===== src/include/ahbLite_defs.svh =====
`ifndef AHBLITE_DEFS_SVH
`define AHBLITE_DEFS_SVH

// Address map ------------------------------------------------
`define AHB_RAM_REGION      4'h0        // hAddr[31:28] for block RAM
`define AHB_TIMER_REGION    4'h4        // hAddr[31:28] for timer

`define AHB_RAM_WORD_BITS   8           // 256 words of 32 bits

// Slave slots ------------------------------------------------
`define AHB_SLAVE_COUNT     3           // RAM, timer, default
`define SLV_RAM             0
`define SLV_TIMER           1
`define SLV_DEFAULT         2           // Catches unmapped regions

// Timer register offsets, hAddr[3:0]
`define TIMER_CTRL_OFS      4'h0
`define TIMER_RELOAD_OFS    4'h4
`define TIMER_COUNT_OFS     4'h8
`define TIMER_STATUS_OFS    4'hC

// HTRANS encodings, SEQ and BUSY unused
`define HTRANS_IDLE         2'b00
`define HTRANS_NONSEQ       2'b10

`endif


===== src/rtl/ahbLitePkg.sv =====
`include "ahbLite_defs.svh"

package ahbLitePkg;

    // Bus vectors ------------------------------------------------
    typedef logic [31:0] hAddrT;                        // HADDR
    typedef logic [31:0] hDataT;                        // HWDATA / HRDATA
    typedef logic [2:0]  hSizeT;                        // HSIZE
    typedef logic [1:0]  hTransT;                       // HTRANS

    typedef logic [`AHB_SLAVE_COUNT-1:0] slaveSelT;     // One-hot HSEL

    // Default subordinate FSM
    typedef enum logic [1:0] {
        ERR_IDLE,                                       // Idle, OKAY response
        ERR_FIRST,                                      // ERROR, hReady low
        ERR_SECOND                                      // ERROR, hReady high
    } errStateT;

    // Timer access FSM
    typedef enum logic [1:0] {
        ACC_IDLE,                                       // No access pending
        ACC_WAIT,                                       // Wait state, regs touched here
        ACC_DONE                                        // Last data cycle
    } tmrAccStateT;

endpackage


===== src/rtl/ahbLiteTimer.sv =====
`timescale 1ns/100ps
`include "ahbLite_defs.svh"

module ahbLiteTimer (
    input  logic                HCLK,
    input  logic                rstN,
    input  logic                hSel,
    input  ahbLitePkg::hAddrT   hAddr,
    input  ahbLitePkg::hTransT  hTrans,
    input  logic                hWrite,
    input  ahbLitePkg::hDataT   hWData,
    input  logic                hReady,
    output logic                hReadyOut,
    output logic                hResp,
    output ahbLitePkg::hDataT   hRData,
    output logic                hIrq
);
    import ahbLitePkg::*;

    tmrAccStateT accState;
    logic        accept;
    logic        accWrite;                              // Captured hWrite
    logic [3:0]  regOfs;                                // Captured register offset
    logic        regWr;                                 // Register write this cycle
    logic        ctrlEn;                                // CTRL bit 0
    hDataT       reloadVal;
    hDataT       countVal;
    logic        statusIrq;                             // STATUS bit 0
    hDataT       rdData;

    assign accept = hSel && hReady && (hTrans == `HTRANS_NONSEQ);
    assign regWr  = (accState == ACC_WAIT) && accWrite;

    // Access FSM -------------------------------------------------
    always_ff @(posedge HCLK) begin
        if (!rstN) begin
            accState <= ACC_IDLE;
            accWrite <= 1'b0;
            regOfs   <= '0;
        end else begin
            case (accState)
                ACC_WAIT: accState <= ACC_DONE;         // One wait state
                default:  accState <= accept ? ACC_WAIT : ACC_IDLE;
            endcase
            if (accept) begin
                accWrite <= hWrite;
                regOfs   <= hAddr[3:0];
            end
        end
    end

    // Register read, sampled in the wait state
    always_ff @(posedge HCLK) begin
        if (accState == ACC_WAIT) begin
            case (regOfs)
                `TIMER_CTRL_OFS:   rdData <= {31'b0, ctrlEn};
                `TIMER_RELOAD_OFS: rdData <= reloadVal;
                `TIMER_COUNT_OFS:  rdData <= countVal;
                `TIMER_STATUS_OFS: rdData <= {31'b0, statusIrq};
                default:           rdData <= '0;        // Unused offsets read zero
            endcase
        end
    end

    // Registers and countdown ------------------------------------
    always_ff @(posedge HCLK) begin
        if (!rstN) begin
            ctrlEn    <= 1'b0;
            reloadVal <= '0;
            countVal  <= '0;
            statusIrq <= 1'b0;
        end else begin
            if (regWr && regOfs == `TIMER_CTRL_OFS)
                ctrlEn <= hWData[0];
            if (regWr && regOfs == `TIMER_RELOAD_OFS)
                reloadVal <= hWData;
            if (regWr && regOfs == `TIMER_STATUS_OFS && hWData[0])
                statusIrq <= 1'b0;                      // Write one to clear
            if (ctrlEn) begin
                countVal <= (countVal == '0) ? reloadVal : countVal - 1'b1;
                if (countVal == 32'd1)
                    statusIrq <= 1'b1;                  // Set beats clear
            end
        end
    end

    assign hReadyOut = (accState != ACC_WAIT);          // Low in first data cycle
    assign hResp     = 1'b0;
    assign hRData    = rdData;
    assign hIrq      = statusIrq;

endmodule


===== config.mk =====
export PLATFORM = sky130hd
export DESIGN_NAME = ahbLiteTimer
export DESIGN_NICKNAME = d
export VERILOG_FILES = /design/src/rtl/ahbLitePkg.sv /design/src/rtl/ahbLiteTimer.sv
export VERILOG_INCLUDE_DIRS = /design/src /design/src/include
export SDC_FILE = /design/constraint.sdc
export NUM_CORES = 1
export LEC_CHECK = 0
export BUFFER_PORTS_ARGS = -buffer_cell sky130_fd_sc_hd__buf_2
export CAP_MARGIN = 10
export CORE_ASPECT_RATIO = 1.4
export CORE_MARGIN = 10
export CORE_UTILIZATION = 50
export CTS_CLUSTER_SIZE = 8
export DETAILED_ROUTE_END_ITERATION = 16
export PLACE_DENSITY = 0.87
export SYNTH_ARGS = -nofsm -noshare
export SYNTH_HDL_FRONTEND = slang
export SYNTH_SLANG_ARGS = --single-unit

===== constraint.sdc =====
create_clock -name HCLK -period 5.8 [get_ports HCLK]
set_input_delay 0.29 -clock HCLK [delete_from_list [all_inputs] [get_ports HCLK]]
set_output_delay 0.29 -clock HCLK [all_outputs]
set_load 0.005 [all_outputs]

==> impl_metrics.json <==
{
  "synth_nets": 572,
  "htreeDepth": 3,
  "setup_viol": 0,
  "yosys.area.top_type_share_pct": 31.4,
  "hold_violations": 0,
  "ys_async_sr_fraction_pct": 0,
  "drive_gt1_share_pct": 18.2,
  "grt_pass1_wl_um": 19400,
  "synth_top_flop_cell": "dfxtp_1",
  "yosysUniqueCellTypes": 52,
  "power.leakage_nw": 1.97,
  "ys_top_cells_by_area": "dfxtp_1, edfxtp_1, nand2_1",
  "fp.dieArea_sq_um": 13600,
  "hold_buffers": 0,
  "numCtsBuffers": 9,
  "core_sq_um": 9080,
  "grt_max_degree": 40,
  "synth-adder-area-share_pct": 0.537,
  "multi_input_area_sq_um": 2050,
  "yosysWarnings": 0,
  "relSlewSlack_pct": 28.7,
  "cts.path.max_buffers": 2,
  "cp_max_fo": 22,
  "synth_area_sq_um": 4660,
  "max_cap_viol_count": 0,
  "die_y_um": 134,
  "antenna_found_initial": 0,
  "tns_ns": 0,
  "grt_pass1_vias": 4052,
  "synthCells": 499,
  "r2r_cells": 5,
  "vias_per_cell": 6.09,
  "syn_avg_cell_area_sq_um": 9.34,
  "holdCritPathClass": "in2reg",
  "synth_compound_area_share_pct": 19.7,
  "holdPathStages": 3,
  "vias": 4056,
  "drc_errors": 0,
  "ioPinCount": 106,
  "cp_data_arrival_time_ns": 3.87,
  "setup_slack_ns": 2.17,
  "clock-skew-final_ns": 0.00697,
  "end_kind": "flop",
  "synth_top_family_by_area": "simple AND/OR/NAND/NOR gates",
  "slew_violations": 0,
  "hpwlAfterDp_um": 8090,
  "nFillCells": 808,
  "synth_xor_area_share_pct": 0,
  "antenna_cells": 0,
  "nNetsFinal": 627,
  "fin_hold_ws_ns": 0.167,
  "period_share_pct": 62.6,
  "synth_top_area_cell": "dfxtp_1",
  "clk_pin_slew_worst_paths_ns": 0.07,
  "initial_core_util_pct": 51.3,
  "layout_min_cycle_time_ns": 3.63,
  "cts_sinks": 105,
  "cts_tree": "done",
  "clk_latency_ns": 0.35,
  "gr-usage-all-layers_pct": 17.7,
  "worst-setup-path-type": "reg2reg",
  "rsz0062_at_grt": "false",
  "postCtsSetupRepairBufs": 0,
  "area_growth_pct": 14.7,
  "seq_area_sq_um": 2420,
  "globalRouteOverflowTotal": 0,
  "die_w_um": 102,
  "crit_path_start_kind": "flop",
  "finalWeightedCongestion": 0.874,
  "synth_edf_count": 32,
  "pre_cts_ws_ns": 2.24,
  "drt_pre_antenna_iters": 5,
  "yosys.area_share.simple_pct": 19.9,
  "ant_nets": 0,
  "power.density_nw_per_um2": 258,
  "synth_seq_area_share_pct": 52.0,
  "drt_iter0_drc": 403,
  "ctsResizeCount": 0,
  "rows": 41,
  "ys_ff_latch": 105,
  "required_ns": 6.04,
  "status": "completed",
  "wl_um": 11900,
  "fmax_ghz": 0.276,
  "portBuffers": 76,
  "synth_mux_area_share_pct": 3.57,
  "ir_drop_v": 0.000156,
  "wire_per_inst_um": 17.8,
  "tightest_slew_ns": 1.07,
  "cts_root_buf": "clkbuf_16"
}
-- per-layer routing --
layer  global-route usage, %  wire [um]  share of wire (%)
met4                    7.81        286                2.4
met5                       0          0                  0
met1                    19.1       4480                 38
met3                    4.94        852                7.2
met2                    31.0       6230                 53
-- layout make-up --
| type | count | share of cell area [%] |
|---|---|---|
| Clock buffer | 12 | 4.43 |
| Clock inverter | 4 | 0.820 |
| Inverter | 6 | 0.422 |
| Multi-Input combinational cell | 350 | 38.4 |
| Sequential cell | 105 | 45.4 |
| Tap cell | 107 | 2.51 |
| Timing Repair Buffer | 82 | 8.10 |
-- kinds of logic after synthesis --
| group | count (synthesis) |
|---|---|
| and+or+nand+nor | 193 |
| DFF | 105 |
| buffers and inverters | 44 |
| muxes | 15 |
| AOI/OAI and AO/OA | 139 |
| other | 1 |
| adders and majority gates | 2 |
-- cell usage in the layout (no fill, tap or decap), drive strengths merged, types with 2 or more instances in the layout --
cell type / synthesis / layout
nand2: 85 / 85
buf: 8 / 82
dfxtp: 73 / 73
a21oi: 47 / 47
edfxtp: 32 / 32
a22o: 31 / 31
nor2: 25 / 25
o21ai: 22 / 22
nand3: 17 / 17
nor3: 15 / 15
clkbuf: 30 / 12
mux2i: 11 / 11
nor4: 11 / 11
nand4: 9 / 9
and3: 6 / 6
a31oi: 6 / 6
o31ai: 6 / 6
inv: 5 / 5
o22ai: 5 / 5
nor2b: 5 / 5
and2: 4 / 4
or4: 4 / 4
o211ai: 4 / 4
clkinv: 1 / 4
o21a: 3 / 3
or3: 3 / 3
mux2: 3 / 3
a32o: 3 / 3
nand3b: 2 / 2
a31o: 2 / 2
o41ai: 2 / 2
o21bai: 2 / 2
ha: 2 / 2
-- metrics by stage --
stage	instances	cell area [sq um]	total power, W	utilization [%]
CTS	665	5330	0.00139	58.7
global route	666	5340	0.00142	58.8
detailed placement	649	5050	0.000810	55.6
global placement	649	5050	0.000809	55.6
floorplan	499	4660	0.000790	-
finish	666	5340	0.00138	58.8
-- critical path, stage by stage (launching register included) --
cell and delay [ns]:
dfxtp_1 0.39, or4_1 0.70, or4_1 0.69, or4_1 1.04, mux2_1 0.49, a32o_1 0.20
-- flip-flops by register name, indices dropped and copies added (netlist names) --
signal and count:
hIrq 1, accWrite 1, accState 2, countVal 32, regOfs 4, ctrlEn 1, reloadVal 32, hRData 32
-- worst paths after layout --
| check | start | to | slack, ns |
|---|---|---|---|
| min | hWrite | accWrite$_SDFFE_PN0P_ | 0.17 |
| max | countVal[9]$_SDFFE_PN0P_ | countVal[5]$_SDFFE_PN0P_ | 2.17 |
| max reg2reg | countVal[9]$_SDFFE_PN0P_ | countVal[5]$_SDFFE_PN0P_ | 2.17 |
| min reg2reg | reloadVal[24]$_SDFFE_PN0P_ | reloadVal[24]$_SDFFE_PN0P_ | 0.47 |
-- cells in the mapped netlist, types with 9 or more instances --
cell type   n
clkbuf_1   30
nand3_1    17
edfxtp_1   32
nand4_1     9
a21oi_1    47
mux2i_1    11
nor3_1     15
dfxtp_1    73
nor2_1     25
a22o_1     31
o21ai_0    21
nor4_1     10
nand2_1    85
-- power by group --
group | internal, W | leakage (nW) | switching, W
Sequential | 0.000756 | 0.854 | 0.00000145
Combinational | 0.0000153 | 0.978 | 0.0000206
Clock | 0.000332 | 0.138 | 0.000254
Total | 0.00110 | 1.97 | 0.000276
(Power assumes the default switching activity.)
