[config.mk]
export PLATFORM = sky130hd
export DESIGN_NAME = ahbLiteSlaveMux
export DESIGN_NICKNAME = d
export VERILOG_FILES = /design/src/rtl/ahbLitePkg.sv /design/src/rtl/ahbLiteSlaveMux.sv
export VERILOG_INCLUDE_DIRS = /design/src /design/src/include
export SDC_FILE = /design/constraint.sdc
export NUM_CORES = 1
export LEC_CHECK = 0
export BUFFER_PORTS_ARGS = -buffer_cell sky130_fd_sc_hd__buf_2
export CORE_UTILIZATION = 23
export CTS_CLUSTER_DIAMETER = 150
export DETAILED_ROUTE_END_ITERATION = 10
export PLACE_DENSITY = 0.76
export SETUP_SLACK_MARGIN = 0.2
export SLEW_MARGIN = 20
export SYNTH_ARGS = -nofsm -noshare
export SYNTH_HDL_FRONTEND = slang
export SYNTH_SLANG_ARGS = --single-unit
[constraint.sdc]
create_clock -name HCLK -period 1.15 [get_ports HCLK]
set_clock_uncertainty 0.1 [all_clocks]
set_input_delay 0.1725 -clock HCLK [delete_from_list [all_inputs] [get_ports HCLK]]
set_output_delay 0.1725 -clock HCLK [all_outputs]
set_load 0.05 [all_outputs]
[src/include/ahbLite_defs.svh]
`ifndef AHBLITE_DEFS_SVH
`define AHBLITE_DEFS_SVH

// Address map ------------------------------------------------
`define AHB_RAM_REGION      4'h0        // hAddr[31:28] for block RAM
`define AHB_TIMER_REGION    4'h4        // hAddr[31:28] for timer

`define AHB_RAM_WORD_BITS   8           // 256 words of 32 bits

// Slave slots ------------------------------------------------
`define AHB_SLAVE_COUNT     3           // RAM, timer, default
`define SLV_RAM             0
`define SLV_TIMER           1
`define SLV_DEFAULT         2           // Catches unmapped regions

// Timer register offsets, hAddr[3:0]
`define TIMER_CTRL_OFS      4'h0
`define TIMER_RELOAD_OFS    4'h4
`define TIMER_COUNT_OFS     4'h8
`define TIMER_STATUS_OFS    4'hC

// HTRANS encodings, SEQ and BUSY unused
`define HTRANS_IDLE         2'b00
`define HTRANS_NONSEQ       2'b10

`endif

[src/rtl/ahbLitePkg.sv]
`include "ahbLite_defs.svh"

package ahbLitePkg;

    // Bus vectors ------------------------------------------------
    typedef logic [31:0] hAddrT;                        // HADDR
    typedef logic [31:0] hDataT;                        // HWDATA / HRDATA
    typedef logic [2:0]  hSizeT;                        // HSIZE
    typedef logic [1:0]  hTransT;                       // HTRANS

    typedef logic [`AHB_SLAVE_COUNT-1:0] slaveSelT;     // One-hot HSEL

    // Default subordinate FSM
    typedef enum logic [1:0] {
        ERR_IDLE,                                       // Idle, OKAY response
        ERR_FIRST,                                      // ERROR, hReady low
        ERR_SECOND                                      // ERROR, hReady high
    } errStateT;

    // Timer access FSM
    typedef enum logic [1:0] {
        ACC_IDLE,                                       // No access pending
        ACC_WAIT,                                       // Wait state, regs touched here
        ACC_DONE                                        // Last data cycle
    } tmrAccStateT;

endpackage

[src/rtl/ahbLiteSlaveMux.sv]
`timescale 1ns/100ps
`include "ahbLite_defs.svh"

module ahbLiteSlaveMux (
    input  logic                 HCLK,
    input  logic                 rstN,
    input  ahbLitePkg::slaveSelT hSel,
    input  ahbLitePkg::hTransT   hTrans,
    input  logic                 ramReadyOut,
    input  logic                 ramResp,
    input  ahbLitePkg::hDataT    ramRData,
    input  logic                 tmrReadyOut,
    input  logic                 tmrResp,
    input  ahbLitePkg::hDataT    tmrRData,
    output logic                 hReady,
    output logic                 hResp,
    output ahbLitePkg::hDataT    hRData
);
    import ahbLitePkg::*;

    slaveSelT dataSel;                                  // Slot owning the data phase
    errStateT errState;
    logic     defStart;                                 // NONSEQ to unmapped region
    logic     defReadyOut;
    logic     defResp;

    // Data-phase select ------------------------------------------
    always_ff @(posedge HCLK) begin
        if (!rstN)
            dataSel <= '0;                              // No owner, bus reads OKAY
        else if (hReady)
            dataSel <= hSel;                            // Advance with the pipeline
    end

    // Default subordinate ----------------------------------------
    assign defStart = hReady && hSel[`SLV_DEFAULT] && (hTrans == `HTRANS_NONSEQ);

    always_ff @(posedge HCLK) begin
        if (!rstN)
            errState <= ERR_IDLE;
        else begin
            case (errState)
                ERR_FIRST: errState <= ERR_SECOND;      // Always two cycles
                default:   errState <= defStart ? ERR_FIRST : ERR_IDLE;
            endcase
        end
    end

    assign defReadyOut = (errState != ERR_FIRST);       // Stall in first ERROR cycle
    assign defResp     = (errState != ERR_IDLE);        // ERROR in both cycles

    // Response routing, idle bus answers OKAY with hReady high
    always_comb begin
        hReady = 1'b1;
        hResp  = 1'b0;
        hRData = '0;
        if (dataSel[`SLV_RAM]) begin
            hReady = ramReadyOut;
            hResp  = ramResp;
            hRData = ramRData;
        end else if (dataSel[`SLV_TIMER]) begin
            hReady = tmrReadyOut;
            hResp  = tmrResp;
            hRData = tmrRData;
        end else if (dataSel[`SLV_DEFAULT]) begin
            hReady = defReadyOut;
            hResp  = defResp;                           // Read data stays zero
        end
    end

endmodule

==> flow_metrics.py, run 1 <==
metrics = {
    "cells_and_area": {
        "layout.nets": 262,
        "fill_cells": 119,
        "area_delta_synth_final_pct": 235.6,
        "layout_common_cells": "74 x buf_2, 33 x buf_8, 32 x a22o_4",
        "n_antenna_cell": 0,
        "multi_input_area_sq_um": 743.2,
        "drive_gt1_share_pct": 89.25,
        "register_area_sq_um": 107.6,
        "final_common_cell": "buf_2",
    },
    "timing": {
        "setup_viol": 38,
        "slew_headroom_pct": 85.28,
        "slew_violations": 0,
        "post-route-period-util_pct": 142.8,
        "setup_slack_ps": -492.1,
        "rsz0062_at_grt": "true",
        "hold_slack_ps": 57.79,
        "worstMarginPinSlew_ps": 220.3,
        "hold_viol_final": 0,
        "fmax_ghz": 0.6090,
        "min_period_ps": 1642,
    },
    "critical_path": {
        "cp_data_required_time_ps": 880,
        "end_kind": "output pin",
        "r2r_cells": 5,
        "crit_arrival_ps": 1370,
        "cp_max_fo": 17,
        "crit_path_start": "dataSel[1]$_SDFFE_PN0P_",
        "criticalPathCategory": "reg -> out",
        "r2r_start": "dataSel[1]$_SDFFE_PN0P_",
        "start_kind": "flop",
    },
    "outcome": {
        "violations": "setup timing",
        "status": "complete, but fails checks",
    },
    "grt": {
        "grt_pass1_wl_um": 5713,
        "antenna_found_initial": 0,
        "grt_usage_pct": 29.37,
        "grt_max_degree": 33,
        "overflow": 0,
        "grt_pass1_vias": 1170,
    },
    "yosys": {
        "ys.warnings.count": 0,
        "synth_area_sq_um": 583.1,
        "seq_area_frac_synth_pct": 17.17,
        "synth.area.mux_share_pct": 3.433,
        "syn-mean-instance-area_sq_um": 8.329,
        "yosys.area_share.simple_pct": 15.02,
        "synth_adder_area_share_pct": 0,
        "yosysUniqueCellTypes": 18,
        "synth_top_family_by_area": "compound AO/OA/AOI/OAI gates",
        "synth_xor_area_share_pct": 0,
        "synth_cells": 70,
        "syn_nets": 145,
        "synth-seq-cells": 5,
        "synth_compound_area_share_pct": 56.44,
    },
    "detailed_routing": {
        "dr.pass1.iters": 4,
        "drc_errors": 0,
        "detail-route-antenna-nets": 0,
        "wl_per_cell_um": 21.06,
        "drt_iter0_markers": 11,
        "via_per_inst": 5.556,
        "wl_um": 4506,
        "vias": 1189,
    },
    "clock_network": {
        "path_clk_slew_ps": 50,
        "cts_sinks": 5,
        "cts_tree": "done",
        "root_buffer": "clkbuf_4",
        "clk_latency_ps": 260,
        "cts_buffers": 3,
        "cts_max_level": 1,
        "clockBufferDepth": 2,
        "hold_buffers": 0,
    },
    "worst_hold_path": {
        "hold_start": "hSel[1]",
        "min_path_type": "in -> reg",
        "min_path_cells": 3,
    },
    "placed_design": {
        "io_buffers": 108,
        "dp_hpwl_um": 2672,
        "place_congestion": 0.7271,
        "place_ws_ps": -256.4,
    },
    "floorplan": {
        "core_area_sq_um": 2297,
        "initial_core_util_pct": 25.38,
        "fp.dieH_um": 52.35,
        "dieArea_sq_um": 2741,
        "die_x_um": 52.35,
        "rows": 17,
        "io_pins": 109,
    },
    "power_and_ir_drop": {
        "power.density_nw_per_um2": 1008,
        "p_leak_uw": 0.001020,
        "ir_worst_vdd_mv": 1.083,
    },
    "job": {
        "drv_cap": 0,
    },
}
## final timing paths
check / endpoint / slack, ps
setup / recovery: hRData[8] / -490
hold / removal: dataSel[1]$_SDFFE_PN0P_ / 60
setup reg to reg: dataSel[1]$_SDFFE_PN0P_ / -280
hold reg to reg: dataSel[2]$_SDFFE_PN0P_ / 490
## cell type report
type	count	area share, %
Tap cell	28	1.790
Timing Repair Buffer	120	52.62
Inverter	3	0.7673
Sequential cell	5	5.499
Multi-Input combinational cell	54	37.98
Clock buffer	4	1.343
## synth_stat cells
| master | instances | share of area, % |
|---|---|---|
| buf_2 | 4 | 3.4 |
| o211ai_1 | 1 | 1.3 |
| clkbuf_1 | 4 | 2.6 |
| o21ai_0 | 1 | 0.86 |
| nand2_1 | 6 | 3.9 |
| inv_1 | 3 | 1.9 |
| dfxtp_1 | 5 | 17 |
| o221a_1 | 1 | 1.9 |
| nor3_2 | 1 | 1.7 |
| o31a_1 | 2 | 3.0 |
| o21a_1 | 1 | 1.3 |
| nand4b_1 | 1 | 1.5 |
| mux2i_1 | 2 | 3.4 |
| nor3_1 | 1 | 0.86 |
| and2_1 | 1 | 1.1 |
| and4bb_4 | 1 | 2.8 |
| a22o_1 | 32 | 48 |
| nor2b_1 | 3 | 3.2 |
## logic make-up after synthesis
group,after synthesis
buf+inv,11
mux,2
compound gates,38
simple gates,14
flops,5
## registers in the layout (all words and copies together) (netlist names)
name      flops
errState      2
dataSel       3
## where the power goes
| group | total, uW | switching (uW) | internal, uW | leakage, uW |
|---|---|---|---|---|
| clock network | 223 | 90.4 | 132 | 0.0000150 |
| logic | 1550 | 814 | 732 | 0.000962 |
| registers | 204 | 16.2 | 188 | 0.0000428 |
| total | 1970 | 921 | 1050 | 0.00102 |
## through the flow
stage	TNS (ps)	area [sq um]	instances	total power [uW]	util, %
CTS	-14780	1898	213	1915	82.63
detailed placement	-8255	1524	208	1382	66.34
global placement	-7107	1524	208	1360	66.34
floorplan	-4937	900.9	70	1062	-
global route	-18040	1957	214	2034	85.19
finish	-16610	1957	214	1973	85.19
## metal layers
layer  GRT usage, %  share of wire (%)  vias to the layer above
met1          29.16                 33                      571
met3          5.797                7.6                       20
met4          14.04                4.8                        0
met5              0                  0                        -
li1               -                  -                      515
met2          56.75                 55                       83
## worst max-delay path: stages (launching register included)
cell	delay, ps
dfxtp_2	350
nor2b_4	260
buf_12	210
a22o_4	140
buf_8	140
## timing repair
item                                    in CTS  in global routing
setup buffers                                1                  0
gates resized for setup                    104                  8
cloned                                       0                  1
pin swaps                                    1                  5
endpoints found under the setup margin      38                 39
endpoints found under the hold margin        0                  0
No activity file was read; power rests on OpenSTA's default activity.
==> run 2, diff against run 1 <==
Settings changed: CORE_ASPECT_RATIO set to 0.8.
==> run 2 against run 1 <==
Effect of this change:
- the run still ends with setup timing left
- sequential share of layout area is 0.19 points higher
- clock power is 9% lower
- critical path depth stayed put
- global-route usage is 5.7 points lower
- register-to-register slack worse by 170 ps
- final cell count is 6.1% higher
- non-clock buffer count is 7 higher
- die area hardly changed
- first-iteration DRC count grew to 3.3 times the previous value
==> flow_metrics.py, run 2 (synthesis gave the netlist of run 1 again) <==
metrics = {
    "clock_network": {
        "cts_sinks": 5,
        "cts_tree": "done",
        "path_clk_slew_ps": 50,
        "cts_buffers": 3,
        "hold_buffers": 0,
        "clk_latency_ps": 240,
        "root_buffer": "clkbuf_4",
        "cts_max_level": 1,
        "clockBufferDepth": 2,
    },
    "cells_and_area": {
        "top_regs": "dataSel x3, errState x2",
        "top_register": "dataSel",
        "multi_input_area_sq_um": 725.7,
        "n_antenna_cell": 0,
        "fill_cells": 139,
        "layout_common_cells": "74 x buf_2, 35 x buf_6, 31 x a22o_4",
        "area_delta_synth_final_pct": 224.5,
        "layout.nets": 269,
        "final_common_cell": "buf_2",
        "layoutNonFillerInstCount": 227,
        "drive_gt1_share_pct": 89.64,
        "register_area_sq_um": 107.6,
        "largest_register_ffs": 3,
        "finalInstanceArea_sq_um": 1892,
    },
    "grt": {
        "grt_max_degree": 17,
        "overflow": 0,
        "grt_pass1_wl_um": 4912,
        "grt_pass1_vias": 1095,
        "antenna_found_initial": 0,
        "grt_usage_pct": 23.64,
    },
    "outcome": {
        "violations": "setup timing",
        "status": "complete, but fails checks",
    },
    "placed_design": {
        "place_congestion": 0.6743,
        "dp_cells": 218,
        "dp_hpwl_um": 2429,
        "io_buffers": 108,
        "place_area_sq_um": 1562,
    },
    "detailed_routing": {
        "dr.pass1.iters": 4,
        "detail-route-antenna-nets": 0,
        "vias": 1122,
        "wl_um": 3467,
        "drt_iter0_markers": 36,
        "via_per_inst": 4.943,
        "drc_errors": 0,
        "wl_per_cell_um": 15.27,
    },
    "critical_path": {
        "r2r-end": "dataSel[1]$_SDFFE_PN0P_",
        "setup.worst_path.end": "hReady",
        "cp_data_required_time_ps": 880,
        "criticalPathCategory": "reg -> out",
        "max_stage_delay_ps": 330,
        "cp_slowest_cell": "and4bb_4",
        "crit_arrival_ps": 1360,
        "cp_max_fo": 2,
        "critPathBufInv": 2,
        "regToRegSetupSlack_ps": -450,
        "start_kind": "flop",
        "crit_path_start": "errState[1]$_SDFF_PN0_",
        "path_cells": "and4bb_4 -> o31a_1 -> clkinvlp_4 -> buf_6",
        "cp.depth": 4,
        "r2r_start": "dataSel[1]$_SDFFE_PN0P_",
        "end_kind": "output pin",
        "r2r_cells": 6,
        "worst_path_dominant_cell_family": "simple AND/OR/NAND/NOR gates",
    },
    "timing": {
        "setup_viol": 38,
        "min_period_ps": 1634,
        "slew_violations": 0,
        "worstMarginPinSlew_ps": 185.3,
        "rsz0062_at_grt": "true",
        "fmax_ghz": 0.6120,
        "setup_slack_ps": -484.1,
        "post-route-period-util_pct": 142.1,
        "hold_viol_final": 0,
        "slew_headroom_pct": 87.62,
    },
    "power_and_ir_drop": {
        "p_leak_uw": 0.001016,
        "power.density_nw_per_um2": 980.0,
        "power_uw": 1854,
        "ir_worst_vdd_mv": 0.6057,
    },
    "floorplan": {
        "core_area_sq_um": 2271,
        "rows": 15,
        "die_x_um": 58.29,
        "initial_core_util_pct": 25.67,
        "fp.dieH_um": 47.04,
        "dieArea_sq_um": 2742,
        "io_pins": 109,
    },
    "worst_hold_path": {
        "min_path_type": "in -> reg",
        "hold_start": "hSel[2]",
    },
    "job": {
        "drv_cap": 0,
    },
}
-- run 2: stage by stage --
| stage | setup TNS [ps] | hold slack [ps] | setup slack (ps) | util, % |
|---|---|---|---|---|
| 5_1_grt | -17890 | 89.49 | -538.1 | 83.31 |
| 3_3_place_gp | -7955 | 328.7 | -251.5 | 68.76 |
| 2_1_floorplan | -4937 | 194.2 | -305.7 | - |
| 4_1_cts | -14910 | 74.68 | -442.9 | 82.15 |
| 6_report | -15670 | 89.18 | -484.1 | 83.31 |
| 3_5_place_dp | -8191 | 341.8 | -267.8 | 68.76 |
-- run 2: worst register-to-register path, delay by kind of cell (launching register included) --
family          cells  cell delay (ps)
buf+inv             3              390
flops               1              360
compound gates      1              280
simple gates        1              210
mux                 1              140
-- run 2: timing repair --
action,CTS,global route
gates resized for setup,82,3
setup buffers,3,2
endpoints found under the setup margin,38,39
gates cloned,0,0
pin swaps,4,1
-- run 2: per-layer routing --
metal	wire length, um	part of all wire [%]	global-route usage [%]
met5	0	0	0
met4	61	1.8	6.190
met3	183	5.3	2.479
met2	2021	58	51.26
met1	1202	35	24.71
-- run 2: final cells by class --
type                    count  share of cell area [%]
multi-input cells          54                   38.36
flip-flops and latches      5                   5.688
well taps                  34                   2.249
repair buffers            127                   51.52
inverters                   3                  0.7937
clock buffers               4                   1.389
-- run 2: worst min path at each step --
stage                                   end  slack [ps]  cells past startpoint
global placement    dataSel[1]$_SDFFE_PN0P_         330                      3
CTS                 dataSel[2]$_SDFFE_PN0P_          70                      3
floorplan            errState[1]$_SDFF_PN0_         190                      1
finish              dataSel[2]$_SDFFE_PN0P_          90                      3
global route        dataSel[2]$_SDFFE_PN0P_          90                      3
detailed placement  dataSel[2]$_SDFFE_PN0P_         340                      3
-- run 2: where the power goes --
group | total (uW) | leakage [uW] | internal (uW) | switching [uW]
Combinational | 1450 | 0.000958 | 672 | 774
Sequential | 204 | 0.0000428 | 188 | 16.5
Clock | 204 | 0.0000150 | 131 | 73.1
==> run 3, diff against run 2 <==
Settings changed: CTS_BUF_LIST set to sky130_fd_sc_hd__clkbuf_16.
==> run 3 against run 2 <==
Effect of this change:
- the flow still finishes with violations (setup timing)
- wire length grew 43%
- via count is 9.1% higher
- sequential cell count did not move
- setup slack improved by 39 ps
- clock power rose to 2.8 times the previous value
- cell area up 8.5%
- combinational power up 9.7%
- critical path type unchanged
- critical endpoint unchanged
- largest cell class unchanged
- largest power group unchanged
- highest routed layer unchanged
==> flow_metrics.py, run 3 (synthesis gave the netlist of run 1 again) <==
metrics = {
    "power_and_ir_drop": {
        "power.density_nw_per_um2": 1151,
        "p_leak_uw": 0.001071,
        "ir_worst_vdd_mv": 1.020,
        "power_uw": 2364,
    },
    "floorplan": {
        "rows": 15,
        "dieArea_sq_um": 2742,
        "core_area_sq_um": 2271,
        "io_pins": 109,
        "die_x_um": 58.29,
        "initial_core_util_pct": 25.67,
        "fp.dieH_um": 47.04,
    },
    "cells_and_area": {
        "layout.nets": 267,
        "top_register": "dataSel",
        "largest_register_ffs": 3,
        "top_regs": "dataSel x3, errState x2",
        "layout_common_cells": "74 x buf_2, 34 x buf_8, 32 x a22o_4",
        "final_common_cell": "buf_2",
        "drive_gt1_share_pct": 90.05,
        "area_delta_synth_final_pct": 252.1,
        "layoutNonFillerInstCount": 227,
    },
    "critical_path": {
        "crit_path_start": "dataSel[1]$_SDFFE_PN0P_",
        "regToRegSetupSlack_ps": -370,
        "cp_max_fo": 5,
        "r2r_cells": 5,
        "r2r-end": "dataSel[1]$_SDFFE_PN0P_",
        "criticalPathCategory": "reg -> out",
        "crit_arrival_ps": 1320,
        "end_kind": "output pin",
        "start_kind": "flop",
        "r2r_start": "dataSel[1]$_SDFFE_PN0P_",
        "cp_data_required_time_ps": 880,
    },
    "outcome": {
        "violations": "setup timing",
        "status": "complete, but fails checks",
    },
    "placed_design": {
        "dp_hpwl_um": 2429,
        "dp_cells": 218,
        "place_ws_ps": -267.8,
        "place_congestion": 0.6743,
        "io_buffers": 108,
    },
    "worst_hold_path": {
        "min_path_type": "in -> reg",
        "hold_path_end": "dataSel[2]$_SDFFE_PN0P_",
        "hold_start": "hSel[2]",
        "min_path_cells": 3,
    },
    "detailed_routing": {
        "wl_per_cell_um": 21.79,
        "drc_errors": 0,
        "drt_iter0_markers": 98,
        "wl_um": 4946,
        "via_per_inst": 5.392,
        "vias": 1224,
        "detail-route-antenna-nets": 0,
        "dr.pass1.iters": 4,
    },
    "grt": {
        "grt_pass1_wl_um": 4816,
        "grt_max_degree": 17,
        "overflow": 0,
        "grt_usage_pct": 23.82,
        "antenna_found_initial": 0,
        "grt_pass1_vias": 1069,
    },
    "timing": {
        "setup_viol": 38,
        "post-route-period-util_pct": 138.7,
        "fmax_ghz": 0.6270,
        "worstMarginPinSlew_ps": 188.9,
        "slew_headroom_pct": 87.16,
        "setup_tns_ps": -15280,
        "hold_viol_final": 0,
        "rsz0062_at_grt": "true",
        "slew_violations": 0,
        "setup_slack_ps": -444.9,
        "hold_slack_ps": 115.4,
        "min_period_ps": 1595,
    },
    "clock_network": {
        "cts_max_level": 1,
        "cts_buffers": 3,
        "path_clk_slew_ps": 40,
        "root_buffer": "clkbuf_16",
        "clk_latency_ps": 230,
        "clockBufferDepth": 2,
        "cts_tree": "done",
        "cts_sinks": 5,
        "hold_buffers": 0,
    },
    "job": {
        "drv_cap": 0,
    },
}
==> run 3: cell count changes in the layout (fill, tap and decap cells not counted), moves of 2 or more <==
cell,delta
buf_4,-2
buf_6,-29
buf_8,+29
clkbuf_16,+3
clkbuf_4,-3
diode_2,+2
==> run 3: power by group <==
part / total, uW / leakage [uW] / internal (uW) / switching, uW
sequential: 206 / 0.0000428 / 188 / 17.2
clock: 573 / 0.0000423 / 451 / 122
combinational: 1590 / 0.000986 / 754 / 831
total: 2360 / 0.00107 / 1390 / 970
==> run 3: metrics by stage <==
| step | area (sq um) | util, % |
|---|---|---|
| after floorplan | 900.9 | - |
| after global placement | 1562 | 68.76 |
| after detailed placement | 1562 | 68.76 |
| after CTS | 1907 | 83.97 |
| after global routing | 2048 | 90.19 |
| final | 2053 | 90.41 |
==> run 3: how the worst max path moves through the flow <==
| stage | to | slack, ps |
|---|---|---|
| floorplan | hReady | -310 |
| detailed placement | hReady | -270 |
| finish | hReady | -440 |
| global placement | hReady | -250 |
| CTS | hReady | -410 |
| global route | hReady | -510 |
==> run 3: repair_timing <==
action | in CTS | in global routing
buffers inserted | 2 | 1
pin swaps | 4 | 2
gates resized for setup | 81 | 35
setup endpoints to repair | 38 | 39
==> run 3: layer usage <==
layer	vias to the layer above	part of all wire (%)	global-route usage, %
li1	528	-	-
met1	601	36	23.57
met2	77	55	50.11
met3	18	6.1	5.510
met4	0	3.2	8.095
met5	-	0	0
==> run 3: layout make-up <==
cell class	instances	area, sq um
repair buffers	125	1069
multi-input cells	54	735.7
fillers	95	217.7
flip-flops and latches	5	107.6
clock buffers	3	75.07
well taps	34	42.54
inverters	3	15.01
diodes	2	5.005
clock inverters	1	3.754
==> run 3: worst max-delay path, stage by stage (launching register included) <==
cell and delay, ps:
dfxtp_2 340, and4bb_4 300, o31a_1 190, clkinvlp_4 110, buf_6 150
